## src/hw/aluPkg.sv

```systemverilog
// Widths, function codes and bus structs shared by the command-driven ALU unit
// Every RTL module refers to these by scoped name
package aluPkg;

    localparam int dataWidth   = 8;
    localparam int numRegs     = 4;
    localparam int regIdxWidth = 2;

    typedef logic [dataWidth-1:0]   dataT;
    typedef logic [regIdxWidth-1:0] regIdxT;

    // Register function codes
    typedef enum logic [1:0] {
        regDec   = 2'b00,
        regInc   = 2'b01,
        regLoad  = 2'b10,
        regClear = 2'b11
    } regFunT;

    typedef enum logic [3:0] {
        aluPassA = 4'b0000,
        aluPassB = 4'b0001,
        aluNotA  = 4'b0010,
        aluNotB  = 4'b0011,
        aluAdd   = 4'b0100,
        aluAddC  = 4'b0101,
        aluSub   = 4'b0110,
        aluAnd   = 4'b0111,
        aluOr    = 4'b1000,
        aluXor   = 4'b1001,
        aluLsl   = 4'b1010,
        aluLsr   = 4'b1011,
        aluAsl   = 4'b1100,
        aluAsr   = 4'b1101,
        aluRolC  = 4'b1110, // Rotate through carry
        aluRorC  = 4'b1111
    } aluFunT;

    typedef struct packed {
        logic zero;
        logic carry;
        logic negative;
        logic overflow;
    } flagsT;

    typedef struct packed {
        logic   isAlu;   // 1 selects ALU op, 0 a register function
        regFunT regFun;
        aluFunT aluFun;
        regIdxT dest;
        regIdxT srcA;
        regIdxT srcB;
        dataT   imm;     // Load value for regLoad
        logic [2:0] spare;
    } cmdT;

    typedef struct packed {
        dataT  value;
        flagsT flags;
    } resultT;

    // Next value of a register under one of the four register functions
    function automatic dataT applyRegFun(regFunT fun, dataT cur, dataT imm);
        dataT next;
        case (fun)
            regDec:   next = cur - dataT'(1); // Wraps at zero
            regInc:   next = cur + dataT'(1);
            regLoad:  next = imm;
            default:  next = '0;
        endcase
        return next;
    endfunction

endpackage

```

## src/hw/aluSystem.sv

```systemverilog
// Top level of the execution unit with valid/ready command and result channels
// Register reads feed the ALU, and the sequencer retires the command
`timescale 1ns/1ps

module aluSystem (
    input  logic           clock,
    input  logic           arstN,
    input  aluPkg::cmdT    cmd,
    input  logic           cmdValid,
    output logic           cmdReady,
    output aluPkg::resultT res,
    output logic           resValid,
    input  logic           resReady
);

    aluPkg::regIdxT rdIdxA;
    aluPkg::dataT   rdA;
    aluPkg::dataT   rdB;
    aluPkg::dataT   aluValue;
    aluPkg::flagsT  aluFlags;
    aluPkg::flagsT  flags;
    logic           wrEn;
    aluPkg::regIdxT wrIdx;
    aluPkg::regFunT wrFun;
    aluPkg::dataT   wrData;

    // Port A reads the destination for register functions
    assign rdIdxA = cmd.isAlu ? cmd.srcA : cmd.dest;

    regFile uRegFile (
        .clock  (clock),
        .arstN  (arstN),
        .rdIdxA (rdIdxA),
        .rdIdxB (cmd.srcB),
        .wrEn   (wrEn),
        .wrIdx  (wrIdx),
        .wrFun  (wrFun),
        .wrData (wrData),
        .rdA    (rdA),
        .rdB    (rdB)
    );

    arithLogicUnit uAlu (
        .a        (rdA),
        .b        (rdB),
        .fun      (cmd.aluFun),
        .carryIn  (flags.carry),
        .flagsIn  (flags),
        .value    (aluValue),
        .flagsOut (aluFlags)
    );

    opSequencer uSeq (
        .clock    (clock),
        .arstN    (arstN),
        .cmd      (cmd),
        .cmdValid (cmdValid),
        .resReady (resReady),
        .aluValue (aluValue),
        .aluFlags (aluFlags),
        .rdDest   (rdA),
        .cmdReady (cmdReady),
        .res      (res),
        .resValid (resValid),
        .flags    (flags),
        .wrEn     (wrEn),
        .wrIdx    (wrIdx),
        .wrFun    (wrFun),
        .wrData   (wrData)
    );

endmodule

```

## src/hw/arithLogicUnit.sv

```systemverilog
// Combinational 16-function ALU with zero, carry, negative and overflow flags
// Flags a function does not touch pass through from flagsIn
`timescale 1ns/1ps

module arithLogicUnit (
    input  aluPkg::dataT   a,
    input  aluPkg::dataT   b,
    input  aluPkg::aluFunT fun,
    input  logic           carryIn,
    input  aluPkg::flagsT  flagsIn,
    output aluPkg::dataT   value,
    output aluPkg::flagsT  flagsOut
);

    localparam int msb = aluPkg::dataWidth - 1;

    logic [aluPkg::dataWidth:0] wide; // Result with carry or borrow on top
    aluPkg::dataT  result;
    aluPkg::flagsT next;

    always_comb begin
        wide   = '0;
        result = a;
        next   = flagsIn;

        case (fun)
            aluPkg::aluPassA: result = a;
            aluPkg::aluPassB: result = b;
            aluPkg::aluNotA:  result = ~a;
            aluPkg::aluNotB:  result = ~b;
            aluPkg::aluAdd: begin
                wide          = {1'b0, a} + {1'b0, b};
                result        = wide[msb:0];
                next.carry    = wide[msb+1];
                next.overflow = ~(a[msb] ^ b[msb]) & (a[msb] ^ result[msb]);
            end
            aluPkg::aluAddC: begin
                wide          = {1'b0, a} + {1'b0, b} + (aluPkg::dataWidth+1)'(carryIn);
                result        = wide[msb:0];
                next.carry    = wide[msb+1];
                next.overflow = ~(a[msb] ^ b[msb]) & (a[msb] ^ result[msb]);
            end
            aluPkg::aluSub: begin
                wide          = {1'b0, a} - {1'b0, b};
                result        = wide[msb:0];
                next.carry    = wide[msb+1]; // Borrow out
                next.overflow = (a[msb] ^ b[msb]) & (a[msb] ^ result[msb]);
            end
            aluPkg::aluAnd:   result = a & b;
            aluPkg::aluOr:    result = a | b;
            aluPkg::aluXor:   result = a ^ b;
            aluPkg::aluLsl: begin
                result     = {a[msb-1:0], 1'b0};
                next.carry = a[msb];
            end
            aluPkg::aluLsr: begin
                result     = {1'b0, a[msb:1]};
                next.carry = a[0];
            end
            aluPkg::aluAsl: begin
                result        = {a[msb-1:0], 1'b0};
                next.carry    = a[msb];
                next.overflow = a[msb] ^ a[msb-1];
            end
            aluPkg::aluAsr:   result = {a[msb], a[msb:1]}; // Sign kept, carry untouched
            aluPkg::aluRolC: begin
                result        = {a[msb-1:0], carryIn};
                next.carry    = a[msb];
                next.overflow = a[msb] ^ a[msb-1];
            end
            aluPkg::aluRorC: begin
                result        = {carryIn, a[msb:1]};
                next.carry    = a[0];
                next.overflow = a[msb] ^ carryIn;
            end
        endcase

        // Every function updates zero and negative
        next.zero     = (result == '0);
        next.negative = result[msb];
    end

    assign value    = result;
    assign flagsOut = next;

endmodule

```

## src/hw/opSequencer.sv

```systemverilog
// Command acceptance, flag register, register writeback and the result register
// A command taken at one edge has its result valid right after that edge
`timescale 1ns/1ps

module opSequencer (
    input  logic           clock,
    input  logic           arstN,
    input  aluPkg::cmdT    cmd,
    input  logic           cmdValid,
    input  logic           resReady,
    input  aluPkg::dataT   aluValue,
    input  aluPkg::flagsT  aluFlags,
    input  aluPkg::dataT   rdDest,   // Current destination value via read port A
    output logic           cmdReady,
    output aluPkg::resultT res,
    output logic           resValid,
    output aluPkg::flagsT  flags,
    output logic           wrEn,
    output aluPkg::regIdxT wrIdx,
    output aluPkg::regFunT wrFun,
    output aluPkg::dataT   wrData
);

    logic         accept;
    aluPkg::dataT nextValue;

    // One result in flight, so a free or draining slot takes a new command
    assign cmdReady = !resValid || resReady;
    assign accept   = cmdValid && cmdReady;

    // ALU results go back through a load
    assign wrEn   = accept;
    assign wrIdx  = cmd.dest;
    assign wrFun  = cmd.isAlu ? aluPkg::regLoad : cmd.regFun;
    assign wrData = cmd.isAlu ? aluValue : cmd.imm;

    assign nextValue = cmd.isAlu ? aluValue
                                 : aluPkg::applyRegFun(cmd.regFun, rdDest, cmd.imm);

    always_ff @(posedge clock or negedge arstN) begin
        if (!arstN) begin
            flags    <= '0;
            resValid <= 1'b0;
        end else begin
            if (accept && cmd.isAlu) begin
                flags <= aluFlags;
            end
            if (accept) begin
                resValid <= 1'b1;
            end else if (resReady) begin
                resValid <= 1'b0;
            end
        end
    end

    always_ff @(posedge clock) begin
        if (accept) begin
            res.value <= nextValue;
            res.flags <= cmd.isAlu ? aluFlags : flags; // Register functions keep flags
        end
    end

endmodule

```

## src/hw/regFile.sv

```systemverilog
// Four general registers with two combinational read ports
// The single write port applies a register function to the indexed register
`timescale 1ns/1ps

module regFile (
    input  logic           clock,
    input  logic           arstN,
    input  aluPkg::regIdxT rdIdxA,
    input  aluPkg::regIdxT rdIdxB,
    input  logic           wrEn,
    input  aluPkg::regIdxT wrIdx,
    input  aluPkg::regFunT wrFun,
    input  aluPkg::dataT   wrData,
    output aluPkg::dataT   rdA,
    output aluPkg::dataT   rdB
);

    aluPkg::dataT regs [aluPkg::numRegs];

    always_ff @(posedge clock or negedge arstN) begin
        if (!arstN) begin
            for (int i = 0; i < aluPkg::numRegs; i++) begin
                regs[i] <= '0;
            end
        end else if (wrEn) begin
            regs[wrIdx] <= aluPkg::applyRegFun(wrFun, regs[wrIdx], wrData);
        end
    end

    // Read muxes
    assign rdA = regs[rdIdxA];
    assign rdB = regs[rdIdxB];

endmodule

```

## config.mk

```make
export PLATFORM = sky130hd
export DESIGN_NAME = aluSystem
export DESIGN_NICKNAME = d
export VERILOG_FILES = /design/src/hw/aluPkg.sv /design/src/hw/aluSystem.sv /design/src/hw/arithLogicUnit.sv /design/src/hw/opSequencer.sv /design/src/hw/regFile.sv
export SDC_FILE = /design/constraint.sdc
export NUM_CORES = 1
export LEC_CHECK = 0
export ABC_AREA = 1
export BUFFER_PORTS_ARGS = -buffer_cell sky130_fd_sc_hd__buf_2
export CAP_MARGIN = 20
export CORE_ASPECT_RATIO = 2
export CORE_UTILIZATION = 62
export DETAILED_ROUTE_END_ITERATION = 8
export GPL_TIMING_DRIVEN = 0
export PLACE_DENSITY = 0.8
export SETUP_SLACK_MARGIN = 0.1
export SYNTH_ARGS = -nofsm -noshare
export SYNTH_HDL_FRONTEND = slang
export SYNTH_SLANG_ARGS = --single-unit
```

## constraint.sdc

```tcl
create_clock -name clock -period 4.2 [get_ports clock]
set_clock_uncertainty 0.15 [all_clocks]
set_input_delay 0.42 -clock clock [delete_from_list [all_inputs] [get_ports clock]]
set_output_delay 0.42 -clock clock [all_outputs]
set_load 0.02 [all_outputs]
```

==> qor.txt <==
Area growth syn-to-layout - 11.2%
cts bufs inserted - 5
Chip Height - 133 um
Hold Path Class - input pin to asynchronous set/reset pin
register area share after synthesis - 24.2%
Synth Instances - 833
final setup fails - 0
Clock Latency Late Sink - 0.30 ns
FFs w/ async S/R, synth - 75.5%
Avg WL per Cell - 19.2 um
final wirelength - 18.9 mm
Yosys reg bits - 49
CP Buf/Inv Count - 7
hold_ws - 0.0587 ns
gr ovfl total - 0
worst r2r path cells - 20
Clock Root Buffer - clkbuf_16
Starting Density - 64.0%
Critical Path Start Type - input pin
Port Buffers - 37
clk sinks - 49
largest area contributor in the netlist - nand2_1
diode count - 0
largest net degree at the start of global routing - 38
via/cell ratio - 6.15
CTS H-tree lvls - 2
Die X - 67.4 um
Cell variety after synth - 48
mean post-synth cell area - 6.37 um^2
CP Max Fanout - 10
pwr dens - 476 nW/um^2
DR vias - 6055
Clk pin slew, worst setup/hold paths - 0.07 ns
fin crit share - 92.8%
top post-synthesis cells by area - nand2_1 19%, dfrtp_1 17%, ha_1 9.2%
critical path's largest stage delay - 0.39 ns
Synth top cells by count - 272 x nand2_1, 115 x inv_1, 70 x nor2_1
max frequency - 257 MHz
crit path time final - 3.90 ns
Post-synth EDFFs - 12
syn_nets - 904
total global-route track usage - 46.3%
Post-Syn Area - 5310 um^2
most frequent cell after synthesis - nand2_1
WP data arrival - 3.94 ns
Leakage - 3.04 nW
Hold Vio Cnt, Final - 0
slowest CP cell - fa_2
worst r2r dst - uRegFile.regs[4]$_DFFE_PN0P_
fraction of layout cells with a size suffix above 1 - 12.6%
Residual DRC - 0
RSZ-0062 raised after global routing - no
Synth warnings - 0
Post-CTS Hold Fix Bufs - 0
kind of end point of the critical path - flip-flop
predominant post-synthesis flop cell - dfrtp_1
first-pass GRT wire length - 29.8 mm
Iter 0 DRT Violations - 619
Post-DRT Antenna Nets - 0
CTS tree - done
Worst-Margin Slew - 0.875 ns
setup slack, reg-to-reg - 0.38 ns
max-cap viol count - 0
Tot Pwr - 2.81 mW
share of the synthesized area in the top cell type - 19.2%
reg-to-reg startpoint - uRegFile.regs[16]$_DFFE_PN0P_
CP cell instances - buf_2 -> inv_1 -> buf_2 -> o21ai_0 -> nand2_1 -> inv_1 -> ha_4 -> inv_1 -> fa_2 -> xnor2_2 -> buf_4 -> nand2_1 -> nor2_1 -> nand3_1 -> nand2_1 -> nor2_1 -> o22ai_1 -> o21ai_0 -> inv_1 -> o21ai_1 -> nand2_1 -> nand2_1
max_slew headroom - 41.6%
Rows - 47
final net count - 956
Bufs on Longest Clock Path - 2
vias in the first global route - 5871
DP HPWL - 14.5 mm
Top-Level Pins - 42
DR pass1 iterations - 5
initial antenna violation count - 0
Die ar. - 8960 um^2
most used cell, CP - nand2_1
Fillers - 733
status - finished clean
GP Congestion - 0.998
CP delay by family, top - compound AO/OA/AOI/OAI gates
Worst VDD drop - 0.443 mV
core area - 8290 um^2
max-slew violations - 0
kind of critical path - input pin to flip-flop
CP required - 4.24 ns
## worst max-delay path by stage
stage / startpoint / end / slack, ns / cells after the start
CTS: cmd[23] / uRegFile.regs[6]$_DFFE_PN0P_ / 0.16 / 24
floorplan: cmd[23] / uSeq.res[0]$_DFFE_PP_ / 0.70 / 24
detailed placement: cmd[23] / uRegFile.regs[5]$_DFFE_PN0P_ / -0.41 / 22
global placement: cmd[23] / uRegFile.regs[13]$_DFFE_PN0P_ / -0.31 / 22
finish: cmd[11] / uRegFile.regs[4]$_DFFE_PN0P_ / 0.30 / 22
global route: cmd[11] / uSeq.res[2]$_DFFE_PP_ / 0.1 / 24
## metal layers
metal | part of all wire, % | wire (um) | global-route usage [%] | up-vias
li1 | - | - | - | 2828
met1 | 32 | 6110 | 42.5 | 2735
met2 | 50 | 9510 | 74.6 | 363
met3 | 7.7 | 1460 | 17.3 | 129
met4 | 9.6 | 1810 | 42.6 | 0
met5 | 0 | 0 | 1.25 | -
## kinds of logic (layout without fill, tap and decap cells)
logic type,Yosys count,after routing,share of synthesized area (%)
adder cells (fa/ha/maj),43,43,10.7
XOR/XNOR,8,8,1.32
AO/OA/AOI/OAI,161,161,18.1
flip-flops,49,49,24.2
AND/OR/NAND/NOR,435,435,35.4
buffers and inverters,137,190,10.3
## report_power, final
group	internal [mW]	switching, mW	leakage (nW)
registers	0.620	0.0940	0.590
logic	0.552	1.14	2.39
clock network	0.222	0.186	0.0641
total	1.39	1.42	3.04
## final cells by class
class	count	area (um^2)	share of cell area (%)
Inverter	121	465	7.89
Timing Repair Buffer	45	248	4.20
Tap cell	98	123	2.08
Sequential cell	49	1290	21.8
Clock inverter	1	7.51	0.127
Clock buffer	7	133	2.25
Buffer	16	91.3	1.55
Multi-Input combinational cell	647	3550	60.1
## sequential cells by signal (all words and copies together), names as in the netlist
name,count
uSeq.flags,4
uRegFile.regs,32
uSeq.res,12
uSeq.resValid,1
## layout by cell type, fill, tap and decap left out, drive strengths merged, types with 3 or more instances in the layout
master / synthesis / routed
a22oi: 10 / 10
a21oi: 38 / 38
inv: 121 / 120
o21ai: 67 / 67
fa: 4 / 4
a211oi: 4 / 4
buf: 9 / 54
o21bai: 3 / 3
nand2: 285 / 285
dfrtp: 37 / 37
xor2: 6 / 6
nor2: 73 / 73
o211ai: 14 / 14
o221ai: 8 / 8
ha: 39 / 39
edfxtp: 12 / 12
clkbuf: 7 / 14
or2: 3 / 3
nand3: 53 / 53
nor3: 5 / 5
nand4: 11 / 11
o22ai: 6 / 6
o31ai: 5 / 5
## timing repair
item	4_1_cts	5_1_grt
pin swaps	0	5
gates resized for setup	3	24
setup endpoints to repair	26	42
setup buffers	0	8
## through the flow
stage | instances | instance area [um^2] | setup TNS (ns) | worst slack (ns) | utilization [%]
after floorplan | 833 | 5310 | 0 | 0.705 | -
after global placement | 968 | 5620 | -4.98 | -0.306 | 67.7
after detailed placement | 968 | 5620 | -8.42 | -0.409 | 67.7
after CTS | 976 | 5770 | 0 | 0.165 | 69.6
after global routing | 984 | 5900 | 0 | 0.0993 | 71.2
final | 984 | 5900 | 0 | 0.302 | 71.2
Power figures use the tool's default switching activity.
